## config.mk

```make
export PLATFORM = sky130hd
export DESIGN_NAME = sd_cmd_shifter_flat
export DESIGN_NICKNAME = d
export VERILOG_FILES = /design/src/design/sd_cmd_pkg.sv /design/src/design/sd_steer_if.sv /design/src/design/sd_cmd_shifter.sv /design/src/flat_wrapper.sv
export SDC_FILE = /design/constraint.sdc
export NUM_CORES = 1
export LEC_CHECK = 0
export ABC_AREA = 1
export BUFFER_PORTS_ARGS = -buffer_cell sky130_fd_sc_hd__buf_2
export CAP_MARGIN = 20
export CORE_MARGIN = 3
export CORE_UTILIZATION = 47
export DETAILED_ROUTE_END_ITERATION = 10
export GPL_ROUTABILITY_DRIVEN = 0
export HOLD_SLACK_MARGIN = 0.15
export PLACE_DENSITY = 0.71
export SLEW_MARGIN = 30
export SYNTH_ARGS = -nofsm -noshare
export SYNTH_HDL_FRONTEND = slang
export SYNTH_SLANG_ARGS = --single-unit
export TNS_END_PERCENT = 5
```

## constraint.sdc

```tcl
create_clock -name sdclk -period 0.8 [get_ports sdclk]
set_input_delay 0.08 -clock sdclk [delete_from_list [all_inputs] [get_ports sdclk]]
set_output_delay 0.08 -clock sdclk [all_outputs]
set_load 0.03 [all_outputs]
```

## src/design/sd_cmd_pkg.sv

```systemverilog
package sd_cmd_pkg;

	localparam int frame_bits = 48;

	// fixed start-up frames, crc valid where the card checks it
	localparam logic [frame_bits-1:0] cmd0_frame   = 48'h40_00_00_00_00_95;
	localparam logic [frame_bits-1:0] cmd8_frame   = 48'h48_00_00_01_AA_87;
	localparam logic [frame_bits-1:0] cmd55_frame  = 48'h77_00_00_00_00_65;
	localparam logic [frame_bits-1:0] acmd41_frame = 48'h69_40_00_00_00_77;

	localparam logic [7:0] cmd17_index = 8'h51; // read single block
	localparam logic [7:0] crc_dummy   = 8'hFF;

	// R1 values
	localparam logic [7:0] r1_idle  = 8'h01;
	localparam logic [7:0] r1_ready = 8'h00;

	localparam logic [7:0] r7_check = 8'hAA; // CMD8 echo byte

	// raw view for the shifter, field view for building CMD17
	typedef union packed {
		logic [frame_bits-1:0] raw;
		struct packed {
			logic [7:0]  index;
			logic [31:0] arg;
			logic [7:0]  crc;
		} f;
	} cmd_frame_u;

endpackage

```

## src/design/sd_steer_if.sv

```systemverilog
interface sd_steer_if import sd_cmd_pkg::*; ();

	logic       cmd_load;  // pulse
	cmd_frame_u frame;
	logic       cmd_send;  // level, one per frame clock
	logic       resp_read;
	logic       r7_read;
	logic       blk_clear; // pulse
	logic       blk_read;

	modport fsm (
		output cmd_load, frame, cmd_send,
		output resp_read, r7_read,
		output blk_clear, blk_read
	);

	modport cmd (input cmd_load, frame, cmd_send);

	modport resp (input resp_read, r7_read);

	modport blk (input blk_clear, blk_read);

endinterface

```

## src/design/sd_cmd_shifter.sv

```systemverilog
module sd_cmd_shifter import sd_cmd_pkg::*; (
	input  logic       sdclk,
	input  logic       reset,
	sd_steer_if.cmd    steer,
	output logic       din
);
	logic [frame_bits-1:0] sr;

	// card samples on the rising edge, so change din on the falling one
	always_ff @(negedge sdclk) begin
		if (steer.cmd_load) begin
			sr <= steer.frame.raw;
		end else if (steer.cmd_send) begin
			sr <= {sr[frame_bits-2:0], 1'b1}; // msb first, refill ones
		end
	end

	always_ff @(negedge sdclk or posedge reset) begin
		if (reset) begin
			din <= 1'b1;
		end else if (steer.cmd_send) begin
			din <= sr[frame_bits-1];
		end else begin
			din <= 1'b1; // idle high
		end
	end
endmodule

```

## src/flat_wrapper.sv

```systemverilog
// flat-port wrapper written by rule: the top's interface ports become plain ports
module sd_cmd_shifter_flat import sd_cmd_pkg::*;
  (sdclk, reset, din, steer_cmd_load, steer_frame, steer_cmd_send);
  sd_steer_if steer_i ();
  input  logic sdclk;
  input  logic reset;
  output logic din;
  input wire logic [$bits(steer_i.cmd_load)-1:0] steer_cmd_load;
  input wire logic [$bits(steer_i.frame)-1:0] steer_frame;
  input wire logic [$bits(steer_i.cmd_send)-1:0] steer_cmd_send;
  assign steer_i.cmd_load = steer_cmd_load;
  assign steer_i.frame = steer_frame;
  assign steer_i.cmd_send = steer_cmd_send;
  sd_cmd_shifter u_core (.sdclk(sdclk), .reset(reset), .steer(steer_i), .din(din));
endmodule
```

==> out/qor.csv <==
stage,metric,value,unit
status,outcome,"complete, but fails checks",
status,violations,setup timing,
floorplan,coreArea,4173,sq um
grt,grt_pass1_vias,1688,
critical_path,path_cells,buf_6,
min_path,hold_end,u_core.din$_DFF_NP1_,
floorplan,die-area,5349,sq um
drt,firstDrtPassIters,4,
critical_path,worstRegToRegCells,2,
grt,grt_start_max_net_pins,33,
drt,wirelength,4070,um
synth,synthTopCellsByArea,"edfxtp_1 68%, nand2_1 25%, buf_6 2.7%, dfstp_2 1.2%, buf_2 1.2%",
floorplan,rows,23,
timing,holdWs,0.2567,ns
job,drv_cap,0,
drt,vias_per_cell,4.514,
power_and_ir_drop,leakage,1.564,nW
finish,drive_gt1_share,23.90,%
timing,final-setup-viol-count,66,
cts,clock_sinks,49,
synth,synth.top_cell.area_share,68.04,%
drt,drcViolationCount,0,
synth,syn_area,2118,sq um
power_and_ir_drop,power_density,2179,nW/um^2
grt,grt_pass1_wl,6713,um
finish,area_growth,33.55,%
timing,hold_violations,0,
timing,rsz0062_at_grt,yes,
grt,grt_usage,16.39,%
cts,post-cts-setup-buffer-count,0,
place,io_buffers,52,
critical_path,critPathMaxStageDelay,0.51,ns
drt,highest_layer,met4,
min_path,hold_start,steer_cmd_send,
synth,synth_top_cell_by_area,edfxtp_1,
floorplan,start_util,50.76,%
timing,max_slew_margin,88.44,%
place,dp.cells,309,
synth,syn_inst,209,
finish,final-seq-area,1468,sq um
cts,clk_pin_slew,0.03,ns
grt,antenna_found_initial,0,
synth,yosys_register_bits,49,
finish,antenna_cells,0,
critical_path,slowest_stage,dfstp_2,
timing,drv_slew,0,
critical_path,critPathBufInv,1,
cts,insertion_delay,0.37,ns
cts,cts_tree,built,
place,dp_hpwl,2626,um
floorplan,die-height,73.14,um
finish,multiInputGateArea,553.0,sq um
critical_path,path_max_fanout,1,
synth,yosysWarnings,0,
cts,cts_buffers,5,
cts,cts-root-buf,clkbuf_8,
drt,route.met3.wl,226,um
min_path,hold_path_depth,2,
critical_path,cp_top_family,flip-flops,
timing,timing.setup.tns,-7.775,ns
synth,ys_seq_area_share,69.29,%
drt,vias,1661,
timing,worstMarginPinSlew,0.1735,ns
cts,htreeDepth,2,
critical_path,arrival,1.39,ns
timing,layout_setup_ws,-0.6699,ns
critical_path,worstSetupPathType,reg2out,
drt,met2_length,2000,um
grt,grt_overflow_total,0,
critical_path,timing.rr.start,u_core.sr[33]$_DFFE_NP_,
critical_path,r2r_slack,0.01,ns
cts,clock_path_buffers,2,
power_and_ir_drop,finalPower,6.165,mW
floorplan,ios,53,
finish,final_cells,368,
drt,ant_nets,0,
finish,final_util,67.80,%
critical_path,r2r_end,u_core.sr[34]$_DFFE_NP_,
drt,wl_per_cell,11.06,um
synth,syn-num-nets,261,
power_and_ir_drop,max-vdd-ir-drop,1.191,mV
finish,fill_cells,321,
critical_path,cp.required,0.72,ns
critical_path,start_kind,register,
synth,avgSynthCellArea,10.14,sq um
drt,wl_met1,1821,um
critical_path,endpoint_kind,output port,
min_path,hp-class,in2reg,
floorplan,die_x,73.14,um
drt,drtIter0Drc,71,
synth,synth_cell_types,9,
finish,nets,369,
timing,worst_clock_skew,0.02116,ns
-- worst max-delay path by stage --
stage                     depth (start not counted)                    endpoint                  from  slack, ns
after floorplan                                   3  u_core.sr[0]$_SDFFCE_NN1P_        steer_cmd_load      -0.67
after global placement                            3     u_core.sr[37]$_DFFE_NP_        steer_cmd_load      -0.51
after detailed placement                          3     u_core.sr[38]$_DFFE_NP_        steer_cmd_load      -0.52
after CTS                                         1                         din  u_core.din$_DFF_NP1_      -0.69
after global routing                              1                         din  u_core.din$_DFF_NP1_      -0.70
final                                             1                         din  u_core.din$_DFF_NP1_      -0.67
-- cell usage in the layout, fill, tap and decap left out --
cell type,n
inv_1,53
dlygate4sd3_1,1
inv_2,1
or2_4,1
buf_4,4
buf_6,4
buf_12,4
clkinvlp_2,1
buf_16,1
inv_4,1
edfxtp_1,48
buf_2,49
clkbuf_8,5
nand2_2,3
nand2_1,140
dfstp_2,1
clkbuf_16,1
-- cell type report --
cell class              count  share of cell area [%]
flip-flops and latches     49                   51.88
well taps                  50                   2.211
repair buffers             64                   16.36
inverters                   4                  0.5307
clock inverters            52                   7.032
clock buffers               5                   2.433
multi-input cells         144                   19.55
-- flip-flops by register name, indices dropped and copies added, names as in the netlist --
name,flops
u_core.sr,48
u_core.din,1
-- where the power goes --
| part | internal (mW) | leakage [nW] | switching, mW |
|---|---|---|---|
| combinational | 0.293 | 0.746 | 0.312 |
| clock | 0.920 | 0.307 | 1.41 |
| sequential | 3.16 | 0.511 | 0.0749 |
-- metrics by stage --
step	instance area [sq um]	setup WS [ns]
after floorplan	2131	-0.6746
after global routing	2829	-0.7010
after global placement	2472	-0.5139
final	2829	-0.6699
after detailed placement	2472	-0.5214
after CTS	2801	-0.6874
-- cell families after synthesis --
family / Yosys count / share of synthesized area (%)
buffers and inverters: 16 / 5.079
flip-flops: 49 / 69.29
AND/OR/NAND/NOR: 144 / 25.63
-- what timing repair did --
action	4_1_cts	5_1_grt
cloned	1	1
hold endpoints to repair	1	0
resized for setup	9	1
setup endpoints to repair	97	82
hold buffers	1	0
-- per-layer routing --
layer  GRT usage [%]  vias up
met5               0        -
met4           6.967        0
met3           7.438        3
met2           27.41       46
met1           17.88      737
li1                -      875
-- cells in the mapped netlist --
library cell,count
or2_1,1
inv_2,1
inv_1,4
dfstp_2,1
edfxtp_1,48
buf_6,5
buf_2,5
buf_4,1
nand2_1,143
-- worst reg2reg max path: stages, from the launching register on --
cell      delay (ns)
edfxtp_1        0.40
nand2_1         0.08
nand2_1         0.04
(Power assumes the default switching activity.)
