===== config.mk =====
export PLATFORM = sky130hd
export DESIGN_NAME = sd_ctrl_fsm_flat
export DESIGN_NICKNAME = d
export VERILOG_FILES = /design/src/design/sd_cmd_pkg.sv /design/src/design/sd_ctrl_pkg.sv /design/src/design/sd_steer_if.sv /design/src/design/sd_ctrl_fsm.sv /design/src/flat_wrapper.sv
export SDC_FILE = /design/constraint.sdc
export NUM_CORES = 1
export LEC_CHECK = 0
export ABC_AREA = 1
export BUFFER_PORTS_ARGS = -buffer_cell sky130_fd_sc_hd__buf_4
export CORE_MARGIN = 3
export CORE_UTILIZATION = 33
export CTS_CLUSTER_DIAMETER = 40
export CTS_CLUSTER_SIZE = 16
export DETAILED_ROUTE_END_ITERATION = 8
export PLACE_DENSITY = 0.77
export SYNTH_ARGS = -nofsm -noshare
export SYNTH_HDL_FRONTEND = slang
export SYNTH_SLANG_ARGS = --single-unit

===== constraint.sdc =====
create_clock -name sdclk -period 1.6 [get_ports sdclk]
set_clock_uncertainty 0.15 [all_clocks]
set_input_delay 0.32 -clock sdclk [delete_from_list [all_inputs] [get_ports sdclk]]
set_output_delay 0.32 -clock sdclk [all_outputs]
set_load 0.02 [all_outputs]

===== src/design/sd_cmd_pkg.sv =====
package sd_cmd_pkg;

	localparam int frame_bits = 48;

	// fixed start-up frames, crc valid where the card checks it
	localparam logic [frame_bits-1:0] cmd0_frame   = 48'h40_00_00_00_00_95;
	localparam logic [frame_bits-1:0] cmd8_frame   = 48'h48_00_00_01_AA_87;
	localparam logic [frame_bits-1:0] cmd55_frame  = 48'h77_00_00_00_00_65;
	localparam logic [frame_bits-1:0] acmd41_frame = 48'h69_40_00_00_00_77;

	localparam logic [7:0] cmd17_index = 8'h51; // read single block
	localparam logic [7:0] crc_dummy   = 8'hFF;

	// R1 values
	localparam logic [7:0] r1_idle  = 8'h01;
	localparam logic [7:0] r1_ready = 8'h00;

	localparam logic [7:0] r7_check = 8'hAA; // CMD8 echo byte

	// raw view for the shifter, field view for building CMD17
	typedef union packed {
		logic [frame_bits-1:0] raw;
		struct packed {
			logic [7:0]  index;
			logic [31:0] arg;
			logic [7:0]  crc;
		} f;
	} cmd_frame_u;

endpackage


===== src/design/sd_ctrl_pkg.sv =====
package sd_ctrl_pkg;

	localparam int block_bits   = 4096;
	localparam int await_clocks = 512; // power-up wait, cs high
	localparam int gap_clocks   = 16;
	localparam int r7_bits      = 40;

	typedef enum logic [3:0] {
		st_await,
		st_cmd0, // load states, one cycle each
		st_cmd8,
		st_cmd55,
		st_acmd41,
		st_cmd17,
		st_send,
		st_resp,
		st_gap,
		st_read,
		st_idle,
		st_done,
		st_error
	} ctrl_state_e;

	typedef enum logic [1:0] {
		tm_await,
		tm_frame,
		tm_gap
	} timer_mode_e;

endpackage


===== src/design/sd_steer_if.sv =====
interface sd_steer_if import sd_cmd_pkg::*; ();

	logic       cmd_load;  // pulse
	cmd_frame_u frame;
	logic       cmd_send;  // level, one per frame clock
	logic       resp_read;
	logic       r7_read;
	logic       blk_clear; // pulse
	logic       blk_read;

	modport fsm (
		output cmd_load, frame, cmd_send,
		output resp_read, r7_read,
		output blk_clear, blk_read
	);

	modport cmd (input cmd_load, frame, cmd_send);

	modport resp (input resp_read, r7_read);

	modport blk (input blk_clear, blk_read);

endinterface


===== src/design/sd_ctrl_fsm.sv =====
module sd_ctrl_fsm import sd_cmd_pkg::*, sd_ctrl_pkg::*; (
	input  logic               sdclk,
	input  logic               reset,
	input  logic [31:0]        addr,
	input  logic               re,
	input  logic               resp_valid,
	input  logic [7:0]         resp,
	input  logic               r7_valid,
	input  logic [r7_bits-1:0] r7,
	input  logic               blk_done,
	input  logic               timer_done,
	output logic               timer_run,
	output timer_mode_e        timer_mode,
	output logic               cs,
	output logic               init_ok,
	output logic               err,
	output logic               rend,
	sd_steer_if.fsm            steer
);
	ctrl_state_e state, state_d;
	ctrl_state_e cur;              // load state of the command in flight
	ctrl_state_e resume, resume_d; // where the gap leads
	cmd_frame_u  rd_frame;

	always_ff @(posedge sdclk or posedge reset) begin
		if (reset) begin
			state   <= st_await;
			cur     <= st_await;
			resume  <= st_await;
			init_ok <= 1'b0;
		end else begin
			state  <= state_d;
			resume <= resume_d;
			if (steer.cmd_load) begin
				cur <= state;
			end
			if (state == st_idle) begin
				init_ok <= 1'b1;
			end
		end
	end

	always_comb begin
		state_d  = state;
		resume_d = resume;
		case (state)
			st_await: begin
				if (timer_done) begin
					state_d = st_cmd0;
				end
			end
			st_cmd0, st_cmd8, st_cmd55, st_acmd41, st_cmd17: begin
				state_d = st_send;
			end
			st_send: begin
				if (timer_done) begin
					state_d = st_resp;
				end
			end
			st_resp: begin
				if (cur == st_cmd8) begin
					if (r7_valid) begin
						state_d  = st_error;
						if (r7[r7_bits-1 -: 8] == r1_idle && r7[7:0] == r7_check) begin
							state_d  = st_gap;
							resume_d = st_cmd55;
						end
					end
				end else if (resp_valid) begin
					state_d = st_error; // anything not matched below
					case (cur)
						st_cmd0: begin
							if (resp == r1_idle) begin
								state_d  = st_gap;
								resume_d = st_cmd8;
							end
						end
						st_cmd55: begin
							if (resp == r1_idle || resp == r1_ready) begin
								state_d  = st_gap;
								resume_d = st_acmd41;
							end
						end
						st_acmd41: begin
							if (resp == r1_idle) begin
								state_d  = st_gap;
								resume_d = st_cmd55; // card still busy
							end else if (resp == r1_ready) begin
								state_d  = st_gap;
								resume_d = st_idle;
							end
						end
						st_cmd17: begin
							if (resp == r1_ready) begin
								state_d = st_read;
							end
						end
						default: begin
						end
					endcase
				end
			end
			st_gap: begin
				if (timer_done) begin
					state_d = resume;
				end
			end
			st_read: begin
				if (blk_done) begin
					state_d  = st_gap;
					resume_d = st_done;
				end
			end
			st_idle: begin
				if (re) begin
					state_d = st_cmd17;
				end
			end
			st_done: begin
				if (!re) begin
					state_d = st_idle;
				end
			end
			default: begin
				state_d = st_error;
			end
		endcase
	end

	always_comb begin
		rd_frame.f.index = cmd17_index;
		rd_frame.f.arg   = addr;
		rd_frame.f.crc   = crc_dummy;
	end

	always_comb begin
		case (state)
			st_cmd0:   steer.frame.raw = cmd0_frame;
			st_cmd8:   steer.frame.raw = cmd8_frame;
			st_cmd55:  steer.frame.raw = cmd55_frame;
			st_acmd41: steer.frame.raw = acmd41_frame;
			st_cmd17:  steer.frame     = rd_frame;
			default:   steer.frame.raw = '1;
		endcase
	end

	always_comb begin
		case (state)
			st_send: timer_mode = tm_frame;
			st_gap:  timer_mode = tm_gap;
			default: timer_mode = tm_await;
		endcase
	end

	assign timer_run = state inside {st_await, st_send, st_gap};

	assign steer.cmd_load  = state inside {st_cmd0, st_cmd8, st_cmd55, st_acmd41, st_cmd17};
	assign steer.cmd_send  = (state == st_send);
	assign steer.resp_read = (state == st_resp) && (cur != st_cmd8);
	assign steer.r7_read   = (state == st_resp) && (cur == st_cmd8);
	assign steer.blk_clear = (state == st_cmd17);
	assign steer.blk_read  = (state == st_read);

	// low from the command load through the last data bit
	assign cs   = state inside {st_await, st_gap, st_idle, st_done, st_error};
	assign err  = (state == st_error); // error state never exits
	assign rend = (state == st_done);
endmodule


===== src/flat_wrapper.sv =====
// flat-port wrapper written by rule: the top's interface ports become plain ports
module sd_ctrl_fsm_flat import sd_cmd_pkg::*, sd_ctrl_pkg::*;
  (sdclk, reset, addr, re, resp_valid, resp, r7_valid, r7, blk_done, timer_done, timer_run, timer_mode, cs, init_ok, err, rend, steer_cmd_load, steer_frame, steer_cmd_send, steer_resp_read, steer_r7_read, steer_blk_clear, steer_blk_read);
  sd_steer_if steer_i ();
  input  logic sdclk;
  input  logic reset;
  input  logic [31:0] addr;
  input  logic re;
  input  logic resp_valid;
  input  logic [7:0] resp;
  input  logic r7_valid;
  input  logic [r7_bits-1:0] r7;
  input  logic blk_done;
  input  logic timer_done;
  output logic timer_run;
  output timer_mode_e timer_mode;
  output logic cs;
  output logic init_ok;
  output logic err;
  output logic rend;
  output wire logic [$bits(steer_i.cmd_load)-1:0] steer_cmd_load;
  output wire logic [$bits(steer_i.frame)-1:0] steer_frame;
  output wire logic [$bits(steer_i.cmd_send)-1:0] steer_cmd_send;
  output wire logic [$bits(steer_i.resp_read)-1:0] steer_resp_read;
  output wire logic [$bits(steer_i.r7_read)-1:0] steer_r7_read;
  output wire logic [$bits(steer_i.blk_clear)-1:0] steer_blk_clear;
  output wire logic [$bits(steer_i.blk_read)-1:0] steer_blk_read;
  assign steer_cmd_load = steer_i.cmd_load;
  assign steer_frame = steer_i.frame;
  assign steer_cmd_send = steer_i.cmd_send;
  assign steer_resp_read = steer_i.resp_read;
  assign steer_r7_read = steer_i.r7_read;
  assign steer_blk_clear = steer_i.blk_clear;
  assign steer_blk_read = steer_i.blk_read;
  sd_ctrl_fsm u_core (.sdclk(sdclk), .reset(reset), .addr(addr), .re(re), .resp_valid(resp_valid), .resp(resp), .r7_valid(r7_valid), .r7(r7), .blk_done(blk_done), .timer_done(timer_done), .timer_run(timer_run), .timer_mode(timer_mode), .cs(cs), .init_ok(init_ok), .err(err), .rend(rend), .steer(steer_i));
endmodule

==> flow_summary_export.csv <==
group,metric,value,unit
placement,dpl.hpwl,4.60,mm
global_route,grt_max_degree,26,
critical_path,rr_startpoint,"u_core.state[3]",
finish,syn_to_final_growth,120,%
drt,dr.pass1.iters,4,
cts,cts_made_buffers,3,
power,powerDensity,2450,mW/mm^2
finish,drive_gt1_share,56.0,%
synth,netlist_instances,279,
sta,slew_headroom,64.1,%
sta,finalSetupViolCount,65,
min_path,hp-start,"u_core.init_ok",
sta,slew_violations,0,
drt,drc_errors,0,
finish,final_cell_count_no_fill,500,
cts,clock-root-buffer,"clkbuf_8",
job,maxCapViolations,0,
cts,clkSinkCount,13,
floorplan,rows,23,
critical_path,rr_worst_depth,12,
critical_path,cp_data_required_time,1.13,ns
finish,final_core_util,78.8,%
sta,finalCritPeriodShare,127,%
drt,met1_length,2.58,mm
placement,place_inst,477,
critical_path,cp_top_family,"buffers and inverters",
drt,vias,2459,
cts,clk_path_buf_depth,2,
synth,yosys_warnings,0,
placement,pre_cts_ws,-0.162,ns
synth,async_flop_share,100,%
critical_path,timing.rr.end,"u_core.state[2]",
floorplan,core,0.00420,sq mm
sta,timing.final.hold_violations,0,
cts,clk-insertion-delay-late,0.25,ns
power,p_leak,0.00179,uW
synth,synth.avg_cell_area,5.39,sq um
sta,tightestPinTransition,0.538,ns
placement,port_buffers,120,
power,peakVddDrop,1530,uV
sta,fin_setup_tns,-23.37,ns
global_route,grt_pass1_wl,10.1,mm
global_route,antenna_found_initial,0,
critical_path,worstSetupEndpointType,"primary output",
finish,num-fill-cells,272,
critical_path,r2r_slack,-0.42,ns
global_route,grt_pass1_vias,2320,
floorplan,die_width,73.5,um
cts,cts_max_level,1,
drt,avgViaCountPerCell,4.92,
outcome,status,"finished with violations",
outcome,violations,"negative setup slack",
finish,fin_nets,538,
floorplan,num_io_pins,148,
global_route,gr-total-overflow,0,
drt,drtAntennaViolNets,0,
drt,routed.top_layer,"met4",
synth,synthFlopType,"dfrtp_1",
synth,syn_area,0.00150,sq mm
cts,clk_pin_slew,0.06,ns
min_path,whs_path_depth,2,
critical_path,cpMostUsedCell,"nand2_2",
synth,yosys_register_bits,13,
floorplan,dieArea,0.00540,sq mm
critical_path,slowest_stage,"dfrtp_2",
sta,rsz0062_at_grt,"yes",
critical_path,path_buf_inv,4,
critical_path,crit_type,"reg2out",
drt,detail_route.wl_per_cell,14.5,um
placement,place_congestion,0.920,
floorplan,die_h,73.5,um
critical_path,cp_max_fo,5,
drt,first_iter_violations,100,
drt,wl_met3,651,um
global_route,grt_usage,23.2,%
critical_path,path_cells,"buf_6, nand2_4, clkinv_2, nor2_1, inv_2, nand2_2, nand2_2, buf_4",
critical_path,cpPeakStageDelay,0.43,ns
sta,post-route-min-period,2.03,ns
synth,ys_types,25,
floorplan,start_util,35.8,%
critical_path,arrival,1.56,ns
cts,cts_tree,"built",
synth,seq_area_frac_synth,21.6,%
sta,clock.fmax,492,MHz
sta,setup_ws,-0.434,ns
min_path,min_path_type,"reg2reg",
finish,antenna_cells,0,
power,total_power,8120,uW
synth,synth_edf_count,0,
critical_path,startpoint_type,"flip-flop",
drt,wirelength,7.24,mm
min_path,whs_endpoint,"u_core.init_ok",
drt,met2_length,3.76,mm
==> synth_stat cells, types with 4 or more instances <==
| cell type | number | share of area (%) |
|---|---|---|
| inv_2 | 6 | 1.5 |
| o21ai_1 | 5 | 1.7 |
| nand3_1 | 11 | 3.7 |
| nand2_1 | 129 | 32 |
| nor2_1 | 33 | 8.2 |
| o21ai_0 | 5 | 1.7 |
| buf_2 | 6 | 2.0 |
| nor2_4 | 5 | 3.7 |
| inv_1 | 33 | 8.2 |
| a21oi_1 | 4 | 1.3 |
| nand2_2 | 5 | 2.1 |
| buf_4 | 7 | 3.5 |
| dfrtp_1 | 13 | 22 |
==> worst reg2reg max path, delay by kind of cell (launching register included) <==
family,cells,cell delay [ns]
AOI/OAI and AO/OA,1,0.05
buffers and inverters,4,0.42
DFF,1,0.46
and+or+nand+nor,7,0.84
==> sequential cells by signal, summed over array words and instances, names as in the netlist <==
signal and count:
u_core.state 4, u_core.resume 4, u_core.init_ok 1, u_core.cur 4
==> area by class of cell <==
cell class / instances / area (sq um) / area share (%)
Clock buffer: 4 / 45.0 / 1.36
Inverter: 40 / 159 / 4.80
Multi-Input combinational cell: 215 / 1180 / 35.8
Sequential cell: 13 / 330 / 9.98
Tap cell: 50 / 62.6 / 1.89
Timing Repair Buffer: 178 / 1530 / 46.2
==> cell usage in the layout (no fill, tap or decap), drive strengths merged, types with 2 or more instances in the layout <==
cell    instances
nor2           40
nand3          13
nand2         136
dfrtp          13
nand4           2
conb            3
o211ai          2
nor3            2
a21oi           4
inv            39
buf           176
o21ai          10
clkbuf          5
==> worst max path at each step <==
stage	slack [ns]	startpoint	endpoint	cells past startpoint
3_5_place_dp	-0.16	u_core.state[3]	steer_frame[11]	7
6_report	-0.43	u_core.state[1]	steer_frame[44]	8
5_1_grt	-0.54	u_core.state[3]	u_core.state[2]	12
3_3_place_gp	-0.12	u_core.state[3]	steer_frame[13]	7
4_1_cts	-0.36	u_core.state[3]	steer_frame[11]	8
2_1_floorplan	-0.1	u_core.state[3]	steer_frame[42]	6
==> where the power goes <==
part | switching, uW | leakage [uW] | internal (uW) | total [uW]
registers | 163 | 0.000157 | 477 | 640
logic | 3940 | 0.00161 | 3230 | 7170
clock network | 133 | 0.0000228 | 177 | 309
==> timing repair <==
item                                    CTS  global route
resized for setup                        61            29
hold buffers                              1             0
buffers inserted                         17             5
hold endpoints to repair                 13             0
cloned                                    1             1
endpoints found under the setup margin   65            65
pin swaps                                 8            12
==> routing by layer <==
| metal | global-route usage, % | vias to the layer above |
|---|---|---|
| met1 | 27.3 | 1123 |
| met5 | 0 | - |
| li1 | - | 1173 |
| met4 | 6.84 | 0 |
| met2 | 42.7 | 132 |
| met3 | 3.69 | 31 |
==> per-stage QoR <==
stage | hold WS [ns] | instance area (sq um)
floorplan | 0.0468 | 1610
global placement | 0.230 | 2800
detailed placement | 0.237 | 2800
CTS | 0.330 | 3220
global route | 0.348 | 3310
finish | 0.332 | 3310
==> kinds of logic after synthesis <==
| kind of cell | share of synthesized area (%) |
|---|---|
| buffers and inverters | 15.6 |
| flip-flops | 21.6 |
| AO/OA/AOI/OAI | 6.57 |
| AND/OR/NAND/NOR | 56.0 |
| other | 0.249 |
Power figures use the tool's default switching activity.
