File: src/design/sd_cmd_pkg.sv
package sd_cmd_pkg;

	localparam int frame_bits = 48;

	// fixed start-up frames, crc valid where the card checks it
	localparam logic [frame_bits-1:0] cmd0_frame   = 48'h40_00_00_00_00_95;
	localparam logic [frame_bits-1:0] cmd8_frame   = 48'h48_00_00_01_AA_87;
	localparam logic [frame_bits-1:0] cmd55_frame  = 48'h77_00_00_00_00_65;
	localparam logic [frame_bits-1:0] acmd41_frame = 48'h69_40_00_00_00_77;

	localparam logic [7:0] cmd17_index = 8'h51; // read single block
	localparam logic [7:0] crc_dummy   = 8'hFF;

	// R1 values
	localparam logic [7:0] r1_idle  = 8'h01;
	localparam logic [7:0] r1_ready = 8'h00;

	localparam logic [7:0] r7_check = 8'hAA; // CMD8 echo byte

	// raw view for the shifter, field view for building CMD17
	typedef union packed {
		logic [frame_bits-1:0] raw;
		struct packed {
			logic [7:0]  index;
			logic [31:0] arg;
			logic [7:0]  crc;
		} f;
	} cmd_frame_u;

endpackage

File: src/design/sd_ctrl_pkg.sv
package sd_ctrl_pkg;

	localparam int block_bits   = 4096;
	localparam int await_clocks = 512; // power-up wait, cs high
	localparam int gap_clocks   = 16;
	localparam int r7_bits      = 40;

	typedef enum logic [3:0] {
		st_await,
		st_cmd0, // load states, one cycle each
		st_cmd8,
		st_cmd55,
		st_acmd41,
		st_cmd17,
		st_send,
		st_resp,
		st_gap,
		st_read,
		st_idle,
		st_done,
		st_error
	} ctrl_state_e;

	typedef enum logic [1:0] {
		tm_await,
		tm_frame,
		tm_gap
	} timer_mode_e;

endpackage

File: src/design/sd_steer_if.sv
interface sd_steer_if import sd_cmd_pkg::*; ();

	logic       cmd_load;  // pulse
	cmd_frame_u frame;
	logic       cmd_send;  // level, one per frame clock
	logic       resp_read;
	logic       r7_read;
	logic       blk_clear; // pulse
	logic       blk_read;

	modport fsm (
		output cmd_load, frame, cmd_send,
		output resp_read, r7_read,
		output blk_clear, blk_read
	);

	modport cmd (input cmd_load, frame, cmd_send);

	modport resp (input resp_read, r7_read);

	modport blk (input blk_clear, blk_read);

endinterface

File: src/design/sd_resp_capture.sv
module sd_resp_capture import sd_ctrl_pkg::*; (
	input  logic               sdclk,
	input  logic               reset,
	input  logic               dout,
	sd_steer_if.resp           steer,
	output logic               resp_valid,
	output logic [7:0]         resp,
	output logic               r7_valid,
	output logic [r7_bits-1:0] r7
);
	// R1, stops once the start bit reaches the top
	always_ff @(posedge sdclk or posedge reset) begin
		if (reset) begin
			resp <= '1;
		end else if (!steer.resp_read) begin
			resp <= '1;
		end else if (resp[7]) begin
			resp <= {resp[6:0], dout};
		end
	end

	// R7, same scheme over 40 bits
	always_ff @(posedge sdclk or posedge reset) begin
		if (reset) begin
			r7 <= '1;
		end else if (!steer.r7_read) begin
			r7 <= '1;
		end else if (r7[r7_bits-1]) begin
			r7 <= {r7[r7_bits-2:0], dout};
		end
	end

	assign resp_valid = ~resp[7];
	assign r7_valid   = ~r7[r7_bits-1];
endmodule

File: src/flat_wrapper.sv
// flat-port wrapper written by rule: the top's interface ports become plain ports
module sd_resp_capture_flat import sd_ctrl_pkg::*;
  (sdclk, reset, dout, resp_valid, resp, r7_valid, r7, steer_resp_read, steer_r7_read);
  sd_steer_if steer_i ();
  input  logic sdclk;
  input  logic reset;
  input  logic dout;
  output logic resp_valid;
  output logic [7:0] resp;
  output logic r7_valid;
  output logic [r7_bits-1:0] r7;
  input wire logic [$bits(steer_i.resp_read)-1:0] steer_resp_read;
  input wire logic [$bits(steer_i.r7_read)-1:0] steer_r7_read;
  assign steer_i.resp_read = steer_resp_read;
  assign steer_i.r7_read = steer_r7_read;
  sd_resp_capture u_core (.sdclk(sdclk), .reset(reset), .dout(dout), .steer(steer_i), .resp_valid(resp_valid), .resp(resp), .r7_valid(r7_valid), .r7(r7));
endmodule
File: config.mk
export PLATFORM = sky130hd
export DESIGN_NAME = sd_resp_capture_flat
export DESIGN_NICKNAME = d
export VERILOG_FILES = /design/src/design/sd_cmd_pkg.sv /design/src/design/sd_ctrl_pkg.sv /design/src/design/sd_steer_if.sv /design/src/design/sd_resp_capture.sv /design/src/flat_wrapper.sv
export SDC_FILE = /design/constraint.sdc
export NUM_CORES = 1
export LEC_CHECK = 0
export ABC_CLOCK_PERIOD_IN_PS = 1900
export BUFFER_PORTS_ARGS = -buffer_cell sky130_fd_sc_hd__buf_4
export CAP_MARGIN = 20
export CORE_MARGIN = 4
export CORE_UTILIZATION = 35
export CTS_CLUSTER_SIZE = 20
export DETAILED_ROUTE_END_ITERATION = 10
export HOLD_SLACK_MARGIN = 0.15
export PLACE_DENSITY = 0.66
export SLEW_MARGIN = 10
export SYNTH_ARGS = -nofsm -noshare
export SYNTH_HDL_FRONTEND = slang
export SYNTH_SLANG_ARGS = --single-unit
File: constraint.sdc
create_clock -name sdclk -period 1.9 [get_ports sdclk]
set_input_delay 0.475 -clock sdclk [delete_from_list [all_inputs] [get_ports sdclk]]
set_output_delay 0.475 -clock sdclk [all_outputs]
set_load 0.005 [all_outputs]
==> flow_metrics.env, run 1 <==
export IMPL_max_stage_delay_ns=0.69
export IMPL_post_cts_buffers=0
export IMPL_finalSetupViolCount=0
export IMPL_wl_per_cell_microns=13.9
export IMPL_synth_warning_count=0
export IMPL_grt_pass1_wl_mm=6.73
export IMPL_rr_worst_depth=3
export IMPL_power_frac_comb_pct=3.8
export IMPL_fin_nets=216
export IMPL_synth_cell_types=8
export IMPL_drc=0
export IMPL_first_pass_iters=4
export IMPL_clock_sinks=48
export IMPL_drtIter0Drc=68
export IMPL_cpLargestDelayFamily="flip-flops"
export IMPL_worst_pin_slew_ns=0.399
export IMPL_grt_max_degree=49
export IMPL_portBuffers=54
export IMPL_reg2reg_slack_ns=0.52
export IMPL_synth_top_cell_by_area="dfstp_2"
export IMPL_multiInputGateArea_sq_um=648
export IMPL_grt_pass1_vias=1371
export IMPL_crit_buf_inv=2
export IMPL_syn_num_nets=163
export IMPL_initial_core_util_pct=36.4
export IMPL_rows=27
export IMPL_finClkSkew_ns=0.00758
export IMPL_netlist_instances=158
export IMPL_hold_path_depth=2
export IMPL_status="completed"
export IMPL_max_cap_violations=0
export IMPL_cts_resized=0
export IMPL_rsz0062_at_grt="false"
export IMPL_overflow=0
export IMPL_r2r_start="u_core.r7[39]"
export IMPL_clk_path_buf_depth=2
export IMPL_antenna_cells=0
export IMPL_gp_congestion=0.686
export IMPL_drive_gt1_share_pct=53.8
export IMPL_layout_area_seq_sq_mm=0.00126
export IMPL_crit_path_end_kind="output pin"
export IMPL_placedCellCount=276
export IMPL_ioPinCount=55
export IMPL_clk_latency_ns=0.30
export IMPL_path_class="reg2out"
export IMPL_vias=1287
export IMPL_power_density_mw_per_mm2=687
export IMPL_postCtsHoldBufs=0
export IMPL_yosysSeqAreaShare_pct=62.5
export IMPL_slew_violations=0
export IMPL_viasPerCell=4.53
export IMPL_fill_cells=530
export IMPL_die_x_microns=83.9
export IMPL_p_int_mw=1.36
export IMPL_clkPwrFrac_pct=36.6
export IMPL_relSlewSlack_pct=73.4
export IMPL_final_area_sq_mm=0.00255
export IMPL_seqPwrFrac_pct=59.6
export IMPL_critPathLaunchType="register"
export IMPL_power_switching_mw=0.390
export IMPL_hold_viol_final=0
export IMPL_finalCritPeriodShare_pct=87.4
export IMPL_tritoncts="built"
export IMPL_cts_buffers=5
export IMPL_drt_total_wl_mm=3.95
export IMPL_synth_top_area_share_pct=62.5
export IMPL_synthToLayoutAreaGrowth_pct=26.2
export IMPL_critPathMaxFanout=10
export IMPL_fin_cells=284
export IMPL_antenna_found_initial=0
export IMPL_finalSetupTns_ns=0
export IMPL_synthTopCellsByArea="dfstp_2 62%, mux2i_1 23%, nand2_1 9.3%"
export IMPL_hold_class="in2reg"
export IMPL_required_ns=1.42
export IMPL_crit_chain="inv_1 -> buf_4"
export IMPL_min_to="u_core.resp[1]"
export IMPL_ir_drop_mv=0.299
export IMPL_die_area_sq_mm=0.00705
export IMPL_hpwl_mm=2.68
export IMPL_track_usage_pct=11.8
export IMPL_netlist_area_sq_mm=0.00202
export IMPL_swShare_pct=22.3
export IMPL_placed_cell_area_sq_mm=0.00245
export IMPL_cp_slowest_cell="dfstp_2"
export IMPL_hold_start="steer_resp_read"
export IMPL_htree_levels=2
export IMPL_fmax_ghz=0.602
export IMPL_synth_seq_cells=48
export IMPL_path_clk_slew_ns=0.09
export IMPL_clockRootBuffer="clkbuf_8"
export IMPL_core_area_sq_mm=0.00554
export IMPL_drtAntennaViolNets=0
export IMPL_period_minus_slack_ns=1.66
export IMPL_reg2reg_to="u_core.r7[8]"
export IMPL_fp_dieH_microns=83.9
export IMPL_p_leak_nw=1.33
export IMPL_critPathArrivalTime_ns=1.19
export IMPL_syn_avg_cell_area_sq_um=12.8
==> per-stage QoR <==
step                      setup slack (ns)  power (mW)  hold slack (ns)  utilization (%)
after global placement               0.561        1.13            0.468             44.2
after floorplan                      0.581        1.09            0.462                -
after CTS                            0.220        1.78            0.350             46.0
after detailed placement             0.523        1.13            0.480             44.2
after global routing                 0.154        1.84            0.354             46.0
final                                0.239        1.75            0.354             46.0
==> power by group through the flow <==
stage	sequential [mW]	clock [mW]	combinational [mW]
after floorplan	1.06	0	0.0353
after global placement	1.06	0	0.0685
after detailed placement	1.06	0	0.0688
after CTS	1.04	0.665	0.0687
after global routing	1.05	0.715	0.0757
final	1.04	0.641	0.0658
==> cells by family after synthesis <==
| group | count (synthesis) | share of synthesized area, % |
|---|---|---|
| muxes | 46 | 22.8 |
| buffers and inverters | 14 | 5.39 |
| and+or+nand+nor | 50 | 9.30 |
| DFF | 48 | 62.5 |
==> synthesized netlist by cell type, drive strengths merged <==
master	number
clkbuf	5
dfstp	48
inv	3
mux2i	46
nand2	50
buf	6
==> flip-flops by register name (all words and copies together), names as in the netlist <==
register     count
u_core.r7       40
u_core.resp      8
==> cell usage in the layout, fill, tap and decap left out <==
cell type	instances
nand2_1	50
buf_12	1
inv_6	1
dfstp_2	48
clkbuf_8	6
clkinv_2	1
inv_1	2
inv_2	1
mux2i_1	46
buf_4	56
==> routing by layer <==
| metal | global-route usage (%) | wire length (microns) | vias to the layer above |
|---|---|---|---|
| met5 | 0 | 0 | - |
| met4 | 3.51 | 46 | 0 |
| met3 | 5.82 | 333 | 6 |
| met2 | 17.7 | 1760 | 38 |
| met1 | 15.0 | 1810 | 622 |
| li1 | - | - | 621 |
==> final cells by class <==
type	count	area share (%)
flip-flops and latches	48	49.5
multi-input cells	96	25.4
repair buffers	57	17.3
well taps	72	3.54
clock buffers	6	3.24
clock inverters	2	0.540
inverters	3	0.442
==> how the worst max path moves through the flow <==
stage,from,end,slack (ns),cells past startpoint
6_report,u_core.resp[7],resp_valid,0.24,2
5_1_grt,u_core.resp[7],resp_valid,0.15,2
4_1_cts,u_core.resp[7],resp_valid,0.22,2
3_5_place_dp,u_core.r7[39],u_core.r7[21],0.52,3
3_3_place_gp,u_core.r7[39],u_core.r7[7],0.56,3
2_1_floorplan,reset,u_core.r7[0],0.58,1
Power figures use the tool's default switching activity.
==> run 2: changes to the inputs <==
--- a/config.mk
+++ b/config.mk
@@ -10,6 +10,7 @@
 export CAP_MARGIN = 20
 export CORE_MARGIN = 4
 export CORE_UTILIZATION = 35
+export CTS_BUF_LIST = sky130_fd_sc_hd__clkbuf_4
 export CTS_CLUSTER_SIZE = 20
 export DETAILED_ROUTE_END_ITERATION = 10
 export HOLD_SLACK_MARGIN = 0.15
==> run 2 against run 1 <==
Compared with the run above: wire length fell by 1.4%; fmax fell by 4.2%; sequential cell count is the same; global-route usage about the same; final area decreased by 1.6%; count of clock-buffer cells in the layout decreased by 1; final cell count stayed put; total power shrank 10%; via count rose by 1.1%; core utilization shrank 0.75 points; clock power down 27%; first-iteration DRC count unchanged; largest cell class unchanged; highest routed layer unchanged.
==> flow_metrics.env, run 2 (synthesized netlist as in run 1, its figures left out) <==
export IMPL_track_usage_pct=11.8
export IMPL_worst_pin_slew_ns=0.391
export IMPL_finalCritPeriodShare_pct=91.2
export IMPL_hpwl_mm=2.68
export IMPL_antenna_cells=0
export IMPL_final_common_cell="buf_4"
export IMPL_clock_sinks=48
export IMPL_period_minus_slack_ns=1.73
export IMPL_viasPerCell=4.58
export IMPL_fp_dieH_microns=83.9
export IMPL_htree_levels=2
export IMPL_crit_buf_inv=2
export IMPL_overflow=0
export IMPL_slew_violations=0
export IMPL_fmax_ghz=0.577
export IMPL_layout_common_cells="56 x buf_4, 50 x nand2_1, 48 x dfstp_2, 46 x mux2i_1, 5 x clkbuf_4"
export IMPL_rsz0062_at_grt="false"
export IMPL_relSlewSlack_pct=73.9
export IMPL_max_stage_delay_ns=0.70
export IMPL_utilization_pct=45.2
export IMPL_critPathMaxFanout=10
export IMPL_antenna_found_initial=0
export IMPL_multiInputGateArea_sq_um=648
export IMPL_pre_cts_ws_ns=0.523
export IMPL_clockRootBuffer="clkbuf_4"
export IMPL_path_clk_slew_ns=0.14
export IMPL_gp_congestion=0.686
export IMPL_power_density_mw_per_mm2=629
export IMPL_fill_cells=538
export IMPL_hold_start="steer_resp_read"
export IMPL_cts_buffers=5
export IMPL_r2r_start="u_core.r7[39]"
export IMPL_finClkSkew_ns=0.00686
export IMPL_max_cap_violations=0
export IMPL_grt_pass1_wl_mm=6.71
export IMPL_post_cts_buffers=0
export IMPL_crit_chain="inv_1 -> buf_4"
export IMPL_required_ns=1.42
export IMPL_ioPinCount=55
export IMPL_first_pass_iters=2
export IMPL_drc=0
export IMPL_critical_path_startpoint="u_core.resp[7]"
export IMPL_status="completed"
export IMPL_hold_class="in2reg"
export IMPL_vias=1301
export IMPL_drt_total_wl_mm=3.89
export IMPL_top_register="u_core.r7"
export IMPL_clk_latency_ns=0.35
export IMPL_cts_resized=0
export IMPL_fin_nets=216
export IMPL_die_x_microns=83.9
export IMPL_crit_path_end_kind="output pin"
export IMPL_cpLargestDelayFamily="flip-flops"
export IMPL_p_leak_nw=1.31
export IMPL_largest_reg_flops=40
export IMPL_critPathLaunchType="register"
export IMPL_layout_area_seq_sq_mm=0.00126
export IMPL_synthToLayoutAreaGrowth_pct=24.2
export IMPL_wl_per_cell_microns=13.7
export IMPL_path_class="reg2out"
export IMPL_core_area_sq_mm=0.00554
export IMPL_die_area_sq_mm=0.00705
export IMPL_finalSetupTns_ns=0
export IMPL_hold_viol_final=0
export IMPL_initial_core_util_pct=36.4
export IMPL_drtIter0Drc=68
export IMPL_power_mw=1.58
export IMPL_cp_slowest_cell="dfstp_2"
export IMPL_portBuffers=54
export IMPL_grt_pass1_vias=1368
export IMPL_clk_path_buf_depth=2
export IMPL_postCtsHoldBufs=0
export IMPL_top_regs="u_core.r7 (40), u_core.resp (8)"
export IMPL_critPathArrivalTime_ns=1.26
export IMPL_grt_max_degree=49
export IMPL_drive_gt1_share_pct=53.3
export IMPL_ir_drop_mv=0.292
export IMPL_worst_slack_ns=0.166
export IMPL_finalSetupViolCount=0
export IMPL_drtAntennaViolNets=0
export IMPL_fin_hold_ws_ns=0.288
export IMPL_tritoncts="built"
export IMPL_rows=27
run 2: changes by cell type in the layout (fill, tap and decap cells not counted):
cell / previous run / this run
clkbuf_4: 0 / 5
clkbuf_8: 6 / 0
clkinv_1: 0 / 1
run 2: final cells by class:
type	count	share of cell area [%]
inverters	3	0.449
well taps	72	3.59
clock inverters	3	0.699
multi-input cells	96	25.9
repair buffers	57	17.6
flip-flops and latches	48	50.3
clock buffers	5	1.50
run 2: where the power goes:
part	leakage [nW]	internal, mW	switching [mW]
clock network	0.0330	0.144	0.321
logic	0.769	0.0236	0.0419
registers	0.505	1.04	0.00573
run 2: metrics by stage:
step,std cells,cell area [sq um]
detailed placement,276,2450
floorplan,158,2020
global route,284,2510
finish,284,2510
global placement,276,2450
CTS,284,2510
run 2: final timing paths:
kind / end / slack [ns] / depth (start not counted)
max: resp_valid / 0.17 / 2
min in group asynchronous: u_core.r7[22] / 0.36 / 3
min: u_core.resp[1] / 0.29 / 2
max reg2reg: u_core.r7[8] / 0.52 / 3
max in group asynchronous: u_core.r7[32] / 1.48 / 3
min reg2reg: u_core.r7[39] / 0.49 / 2
run 2: routing by layer:
layer | GRT usage, % | part of all wire (%) | vias to the layer above
met5 | 0 | 0 | -
met4 | 3.51 | 1.3 | 0
met3 | 5.82 | 8.9 | 5
met2 | 18.1 | 45 | 39
met1 | 14.6 | 45 | 633
li1 | - | - | 624
