--- src/design/sd_cmd_pkg.sv ---
package sd_cmd_pkg;

	localparam int frame_bits = 48;

	// fixed start-up frames, crc valid where the card checks it
	localparam logic [frame_bits-1:0] cmd0_frame   = 48'h40_00_00_00_00_95;
	localparam logic [frame_bits-1:0] cmd8_frame   = 48'h48_00_00_01_AA_87;
	localparam logic [frame_bits-1:0] cmd55_frame  = 48'h77_00_00_00_00_65;
	localparam logic [frame_bits-1:0] acmd41_frame = 48'h69_40_00_00_00_77;

	localparam logic [7:0] cmd17_index = 8'h51; // read single block
	localparam logic [7:0] crc_dummy   = 8'hFF;

	// R1 values
	localparam logic [7:0] r1_idle  = 8'h01;
	localparam logic [7:0] r1_ready = 8'h00;

	localparam logic [7:0] r7_check = 8'hAA; // CMD8 echo byte

	// raw view for the shifter, field view for building CMD17
	typedef union packed {
		logic [frame_bits-1:0] raw;
		struct packed {
			logic [7:0]  index;
			logic [31:0] arg;
			logic [7:0]  crc;
		} f;
	} cmd_frame_u;

endpackage

--- src/design/sd_ctrl_pkg.sv ---
package sd_ctrl_pkg;

	localparam int block_bits   = 4096;
	localparam int await_clocks = 512; // power-up wait, cs high
	localparam int gap_clocks   = 16;
	localparam int r7_bits      = 40;

	typedef enum logic [3:0] {
		st_await,
		st_cmd0, // load states, one cycle each
		st_cmd8,
		st_cmd55,
		st_acmd41,
		st_cmd17,
		st_send,
		st_resp,
		st_gap,
		st_read,
		st_idle,
		st_done,
		st_error
	} ctrl_state_e;

	typedef enum logic [1:0] {
		tm_await,
		tm_frame,
		tm_gap
	} timer_mode_e;

endpackage

--- src/design/sd_bit_timer.sv ---
module sd_bit_timer import sd_cmd_pkg::*, sd_ctrl_pkg::*; (
	input  logic        sdclk,
	input  logic        reset,
	input  logic        timer_run,
	input  timer_mode_e timer_mode,
	output logic        timer_done
);
	logic [9:0] count;
	logic [9:0] last; // count value on the final clock of the window

	always_comb begin
		case (timer_mode)
			tm_await: last = 10'(await_clocks - 1);
			tm_frame: last = 10'(frame_bits); // 48 bits plus one idle clock
			default:  last = 10'(gap_clocks - 1);
		endcase
	end

	always_ff @(posedge sdclk or posedge reset) begin
		if (reset) begin
			count <= '0;
		end else if (!timer_run) begin
			count <= '0;
		end else if (!timer_done) begin
			count <= count + 10'd1;
		end
	end

	assign timer_done = (count == last);
endmodule

--- config.mk ---
export PLATFORM = sky130hd
export DESIGN_NAME = sd_bit_timer
export DESIGN_NICKNAME = d
export VERILOG_FILES = /design/src/design/sd_cmd_pkg.sv /design/src/design/sd_ctrl_pkg.sv /design/src/design/sd_bit_timer.sv
export SDC_FILE = /design/constraint.sdc
export NUM_CORES = 1
export LEC_CHECK = 0
export BUFFER_PORTS_ARGS = -buffer_cell sky130_fd_sc_hd__buf_2
export CORE_MARGIN = 5
export CORE_UTILIZATION = 30
export DETAILED_ROUTE_END_ITERATION = 8
export GPL_ROUTABILITY_DRIVEN = 0
export PLACE_DENSITY_LB_ADDON = 0.25
export SYNTH_ARGS = -nofsm -noshare
export SYNTH_HDL_FRONTEND = slang
export SYNTH_SLANG_ARGS = --single-unit
--- constraint.sdc ---
create_clock -name sdclk -period 2.3 [get_ports sdclk]
set_input_delay 0.115 -clock sdclk [delete_from_list [all_inputs] [get_ports sdclk]]
set_output_delay 0.115 -clock sdclk [all_outputs]
set_load 0.005 [all_outputs]
==> results.cfg, run 1 <==
[setup_path]
end_kind = output pin
path_buf_inv = 2
start_kind = flip-flop
critPathRequiredTime_ns = 2.18
crit_fanout = 16
path_cells = nand3_2, or3_4, a2111oi_4, buf_4, buf_2
reg2reg_slack_ns = 0.37
worst_path_max_delay_cell = dfrtp_1
critPathTopFamily = flip-flops
criticalPathCategory = reg2out
cp.arrival_ns = 1.92
slowest_delay_ns = 0.52

[layout]
synthToLayoutAreaGrowth_pct = 11.6
drive_above_1_share_pct = 21.1
diodes = 0
largest_reg_flops = 10
final_nets = 84
finalInstanceArea_um2 = 746
regMostFlops = count
top_regs = count: 10 flops

[clocking]
cts_tree = yes
clock_latency_ns = 0.26
htreeDepth = 1
cts.clk_slew.worst_paths_ns = 0.06
clock-sinks = 10
post_cts_resized = 0
cts_buffer_depth = 2
cts_buffers = 3
cts-root-buf = clkbuf_4

[floorplanning]
die_w_um = 57.2
dieArea_mm2 = 0.00327
core_mm2 = 0.00217
start_util_pct = 30.8
ios = 6
die_h_um = 57.2
rows = 17

[sta]
grt_setup_unrepaired = no
fin_skew_ns = 0.000843
slew_headroom_pct = 74.3
drv_slew = 0
whs_ns = 0.194
tightest_slew_ns = 0.384
clock.fmax_mhz = 491
min_period_over_period_pct = 88.6
tns_ns = 0
fin_crit_ns = 2.04
final_hold_viol_count = 0
setup_viol = 0

[status]
status = completed

[routing]
drtIter0Drc = 3
viasPerCell = 5.05
drc = 0
firstDrtPassIters = 3
vias = 525
wl_per_cell_um = 12.5
routed_wl_um = 1300
antenna_left = 0

[yosys]
yosysUniqueCellTypes = 34
yosys_warnings = 0
ys.flop_type = dfrtp_1
netlist_area_um2 = 668
synth_area_per_cell_um2 = 9.68
synth_fp_nets = 75
ys_seq_elements = 10
postSynthCellCount = 69
synth_area_leaders = dfrtp_1 (37%), mux2i_1 (4.5%), a21boi_1 (4.5%)
yosys.area.top_type_share_pct = 37.5
synth_most_common_cell = dfrtp_1
synth_common_cells = dfrtp_1 (10), nor2_1 (5), a21boi_1 (4), nand3_1 (4), o21ai_0 (4)
synth-edff-count = 0
ys_seq_area_share_pct = 37.5
synth_top_area_cell = dfrtp_1
async_flop_share_pct = 100

[place]
io_buffers = 5
placed_cell_area_um2 = 713
dpl.hpwl_um = 989

[global_route]
grt_usage_pct = 9.06
antenna_found_initial = 0
grt_max_degree = 17
overflow = 0
first_global_vias = 522
grt_pass1_wl_um = 2320

[power]
peakVddDrop_mv = 0.243
finalPower_uw = 352
leakage_nw = 0.289
powerDensity_mw_per_mm2 = 471

[worst_hold_path]
hold_class = in2reg

[job]
drv_cap = 0
[where the power goes]
part / switching [mW] / internal (mW)
combinational: 0.0231 / 0.0196
sequential: 0.0106 / 0.181
clock: 0.0570 / 0.0604
total: 0.0908 / 0.261
[layout make-up]
class	count	area (um2)
Inverter	2	7.51
Fill cell	231	1420
Timing Repair Buffer	7	42.5
Sequential cell	10	250
Multi-Input combinational cell	54	388
Tap cell	28	35.0
Clock buffer	3	22.5
[logic make-up (layout without fill, tap and decap cells)]
kind of cell,count (synthesis),in the layout,share of synthesized area (%)
xor+xnor,2,2,2.62
mux,3,3,4.49
compound gates,18,18,21.7
buf+inv,5,12,4.49
simple gates,30,30,27.3
fa+ha+maj,1,1,1.87
flops,10,10,37.5
[worst register-to-register path, cell delays in order, from the launching register on]
cell and delay, ns:
dfrtp_1 0.49, and3_2 0.22, o21bai_1 0.21, a2111oi_4 0.10, buf_4 0.20, or4_1 0.50, a21boi_1 0.14
[metrics by stage]
step | cells | util, % | setup WS, ns
global placement | 100 | 32.9 | 0.416
finish | 104 | 34.4 | 0.263
floorplan | 69 | - | 0.493
CTS | 104 | 34.4 | 0.249
detailed placement | 100 | 32.9 | 0.388
global route | 104 | 34.4 | 0.145
[cells in the final DEF (no fill, tap or decap), drive strengths merged, types with 2 or more instances in the layout]
cell	Yosys	final
a21boi	4	4
and3	2	2
buf	2	6
clkbuf	1	3
dfrtp	10	10
inv	2	2
mux2i	3	3
nand2	3	3
nand2b	3	3
nand3	5	5
nor2	5	5
nor2b	2	2
nor3b	2	2
o21ai	4	4
o21bai	2	2
or3	4	4
xnor2	2	2
[worst paths after layout]
kind | from | end | depth (start not counted)
max | count[0] | timer_done | 5
min | timer_run | count[5] | 3
max reg2reg | count[0] | count[7] | 6
min reg2reg | count[7] | count[7] | 2
max in group asynchronous | reset | count[6] | 3
min in group asynchronous | reset | count[3] | 3
[per-layer routing]
metal  track usage [%]  part of all wire, %  vias to the layer above
met2              13.4                   46                        4
met5                 0                    0                        -
met4              5.96                  1.3                        0
li1                  -                    -                      271
met3              1.36                  2.5                        2
met1              12.2                   50                      248
[what timing repair did]
action,in CTS,in global routing
setup buffers,0,0
endpoints found under the hold margin,10,0
hold buffers,1,0
No activity file was read; power rests on OpenSTA's default activity.
==> inputs of run 2 (changes only) <==
--- a/config.mk
+++ b/config.mk
@@ -6,6 +6,8 @@
 export NUM_CORES = 1
 export LEC_CHECK = 0
 export BUFFER_PORTS_ARGS = -buffer_cell sky130_fd_sc_hd__buf_2
+export CELL_PAD_IN_SITES_DETAIL_PLACEMENT = 1
+export CELL_PAD_IN_SITES_GLOBAL_PLACEMENT = 2
 export CORE_MARGIN = 5
 export CORE_UTILIZATION = 30
 export DETAILED_ROUTE_END_ITERATION = 8
==> results.cfg, run 2 (same netlist as run 1, synthesis figures left out) <==
[setup_path]
start_kind = flip-flop
worst_path_max_delay_cell = dfrtp_1
startpoint = count[0]
critPathRequiredTime_ns = 2.18
end_kind = output pin
reg2reg_slack_ns = 0.35
cp.arrival_ns = 1.95
path_buf_inv = 2
reg2reg_to = count[7]
critPathTopFamily = flip-flops
reg2reg_depth = 6
cp.depth = 5
crit_fanout = 16
path_cells = nand3_2, or3_4, a2111oi_4, buf_4, buf_2
r2r-start = count[0]
criticalPathCategory = reg2out
worstSetupEndpoint = timer_done
slowest_delay_ns = 0.53

[floorplanning]
die_h_um = 57.2
die_w_um = 57.2
start_util_pct = 30.8
rows = 17
core_mm2 = 0.00217
dieArea_mm2 = 0.00327
ios = 6

[layout]
regMostFlops = count
synthToLayoutAreaGrowth_pct = 11.6
finalInstanceArea_um2 = 746
layout_common_cells = dfrtp_1 (10), nor2_1 (5), buf_2 (5)
drive_above_1_share_pct = 21.1
top_regs = count: 10 flops
final_nets = 84
layout_commonest_cell = dfrtp_1
largest_reg_flops = 10
diodes = 0

[global_route]
first_global_vias = 498
grt_util_met2_pct = 13.4
use_met3_pct = 2.26
grt_max_degree = 17
gr-usage-met1_pct = 13.5
grt_pass1_wl_um = 2420
overflow = 0
antenna_found_initial = 0
grt_usage_pct = 9.68
top_usage_layer = met1

[clocking]
post_cts_resized = 0
clock_latency_ns = 0.26
cts_buffers = 3
htreeDepth = 1
cts_tree = yes
cts.clk_slew.worst_paths_ns = 0.06
cts-root-buf = clkbuf_4
cts_buffer_depth = 2
clock-sinks = 10

[routing]
antenna_left = 0
viasPerCell = 5.28
routed_wl_um = 1420
vias = 549
firstDrtPassIters = 4
drc = 0
drtIter0Drc = 2
wl_per_cell_um = 13.7

[sta]
slew_headroom_pct = 73.3
min_period_over_period_pct = 89.6
clock.fmax_mhz = 485
tns_ns = 0
setup_viol = 0
grt_setup_unrepaired = no
fin_crit_ns = 2.06
fin_skew_ns = 0.000947
final_hold_viol_count = 0
drv_slew = 0
tightest_slew_ns = 0.400

[place]
dpl.hpwl_um = 1070
io_buffers = 5
placed_cell_area_um2 = 713

[power]
powerDensity_mw_per_mm2 = 474
leakage_nw = 0.289
finalPower_uw = 354
peakVddDrop_mv = 0.224

[job]
drv_cap = 0

[status]
status = completed

[worst_hold_path]
hold_class = in2reg
==> run 2: cell counts in the layout (fill, tap and decap cells not counted) <==
No cell type changed its count.
==> run 2: repair_timing <==
item	CTS	global route
hold buffers	1	0
setup buffers	0	0
endpoints found under the setup margin	0	0
hold endpoints to repair	10	0
==> run 2: power breakdown <==
group          switching, mW  total, mW  internal, mW
sequential            0.0111      0.192         0.181
combinational         0.0234     0.0428        0.0194
clock                 0.0585      0.119        0.0604
==> run 2: area by class of cell <==
cell class,count,area [um2]
fill,268,1420
multi-input combinational,54,388
sequential,10,250
timing repair buffer,7,42.5
tap,28,35.0
clock buffer,3,22.5
inverter,2,7.51
==> run 2: worst min-delay path, delay by kind of cell <==
family        cells  cell delay [ns]
simple gates      1             0.08
mux               1             0.06
buf+inv           1             0.17
==> run 2: worst min path at each step <==
stage	startpoint	to	slack, ns	depth (start not counted)
floorplan	reset	count[0]	-0.04	1
global placement	reset	count[3]	0.12	2
detailed placement	reset	count[3]	0.12	2
CTS	timer_run	count[5]	0.20	3
global route	timer_run	count[2]	0.22	2
finish	timer_run	count[5]	0.20	3
==> run 2: per-layer routing <==
layer / wire length [um] / part of all wire [%]
met1: 742 / 52
met2: 622 / 44
met3: 42 / 2.9
met4: 17 / 1.2
met5: 0 / 0
==> run 2: per-stage QoR <==
stage          setup WS (ns)  instances  hold slack (ns)  util [%]
3_3_place_gp           0.401        100            0.122      32.9
4_1_cts                0.227        104            0.196      34.4
5_1_grt                0.140        104            0.221      34.4
3_5_place_dp           0.361        100            0.119      32.9
2_1_floorplan          0.493         69          -0.0448         -
6_report               0.239        104            0.200      34.4
==> inputs of run 3 (changes only) <==
--- a/config.mk
+++ b/config.mk
@@ -8,7 +8,7 @@
 export BUFFER_PORTS_ARGS = -buffer_cell sky130_fd_sc_hd__buf_2
 export CELL_PAD_IN_SITES_DETAIL_PLACEMENT = 1
 export CELL_PAD_IN_SITES_GLOBAL_PLACEMENT = 2
-export CORE_MARGIN = 5
+export CORE_MARGIN = 2
 export CORE_UTILIZATION = 30
 export DETAILED_ROUTE_END_ITERATION = 8
 export GPL_ROUTABILITY_DRIVEN = 0
==> results.cfg, run 3 (same netlist as run 1, synthesis figures left out) <==
[clocking]
clock-sinks = 10
clock_latency_ns = 0.27
cts_buffers = 3
cts_hold_buf = 1
cts.clk_slew.worst_paths_ns = 0.07
htreeDepth = 1
cts_tree = yes
post_cts_resized = 0
cts_setup_buffers = 0
cts_buffer_depth = 2
cts-root-buf = clkbuf_4

[sta]
slew_headroom_pct = 72.7
tightest_slew_ns = 0.409
fin_skew_ns = 0.00386
fin_crit_ns = 2.05
tns_ns = 0
setup_viol = 0
min_period_over_period_pct = 89.2
final_hold_viol_count = 0
grt_setup_unrepaired = no
drv_slew = 0
clock.fmax_mhz = 488

[routing]
top_layer = met4
wl_met1_um = 721
antenna_left = 0
firstDrtPassIters = 3
viasPerCell = 5.25
wl_per_cell_um = 14.3
drc = 0
routed_wl_um = 1500
drtIter0Drc = 3
wl_met3_um = 32
vias = 551
routed-wl-met2_um = 694

[global_route]
first_global_vias = 603
overflow = 0
antenna_found_initial = 0
grt_usage_pct = 15.2
grt_pass1_wl_um = 2840
grt_max_degree = 17

[layout]
fin_util_pct = 35.4
synthToLayoutAreaGrowth_pct = 13.7
multiInputGateArea_um2 = 388
regMostFlops = count
drive_above_1_share_pct = 22.1
final_nets = 84
instances_no_fill = 105
layout_commonest_cell = dfrtp_1
layout_common_cells = dfrtp_1 (10), nor2_1 (5), buf_2 (5)
finalInstanceArea_um2 = 759
diodes = 0
top_regs = count: 10 flops
fillCellCount = 264
largest_reg_flops = 10
regArea_um2 = 250

[place]
io_buffers = 5
dpl.hpwl_um = 1110
dp.cells = 100
placed_cell_area_um2 = 713

[setup_path]
crit_fanout = 16
criticalPathCategory = reg2out
end_kind = output pin
cp.arrival_ns = 1.94
critPathRequiredTime_ns = 2.18
start_kind = flip-flop

[job]
drv_cap = 0

[floorplanning]
rows = 17
start_util_pct = 31.1
die_w_um = 51.2
ios = 6
die_h_um = 51.2
core_mm2 = 0.00215
dieArea_mm2 = 0.00262

[power]
leakage_nw = 0.296
powerDensity_mw_per_mm2 = 524
peakVddDrop_mv = 0.253

[worst_hold_path]
hold_class = in2reg

[status]
status = completed
==> run 3: metal layers <==
| metal | GRT usage [%] | vias to the layer above |
|---|---|---|
| met5 | 0 | - |
| met4 | 10.8 | 0 |
| met2 | 24.0 | 7 |
| met1 | 19.0 | 268 |
| met3 | 1.75 | 5 |
| li1 | - | 271 |
==> run 3: report_power, final <==
| part | internal, mW | leakage [nW] | switching [mW] |
|---|---|---|---|
| sequential | 0.181 | 0.137 | 0.0105 |
| clock | 0.0963 | 0.0210 | 0.0673 |
| combinational | 0.0195 | 0.138 | 0.0240 |
==> run 3: cell type report <==
type                    count  area share (%)
inverters                   2           0.988
flip-flops and latches     10            32.9
well taps                  28            4.61
repair buffers              7            5.60
multi-input cells          54            51.1
clock buffers               4            4.78
==> run 3: path summary, 6_finish.rpt <==
kind | start | to | slack, ns | cells past startpoint
setup reg to reg | count[0] | count[7] | 0.37 | 6
max in group asynchronous | reset | count[2] | 1.63 | 3
min in group asynchronous | reset | count[8] | 0.38 | 3
setup / recovery | count[0] | timer_done | 0.25 | 5
hold / removal | timer_run | count[5] | 0.19 | 3
hold reg to reg | count[7] | count[7] | 0.59 | 2
==> run 3: through the flow <==
step / setup slack, ns / hold WS, ns / power [mW]
after global routing: 0.0860 / 0.202 / 0.426
after global placement: 0.387 / 0.122 / 0.238
after CTS: 0.223 / 0.182 / 0.409
after floorplan: 0.493 / -0.0448 / 0.225
final: 0.249 / 0.187 / 0.398
after detailed placement: 0.373 / 0.122 / 0.238
==> run 3: worst max-delay path, stage by stage, from the launching register on <==
cell,delay [ns]
dfrtp_1,0.51
nand3_2,0.12
or3_4,0.35
a2111oi_4,0.28
buf_4,0.25
buf_2,0.14
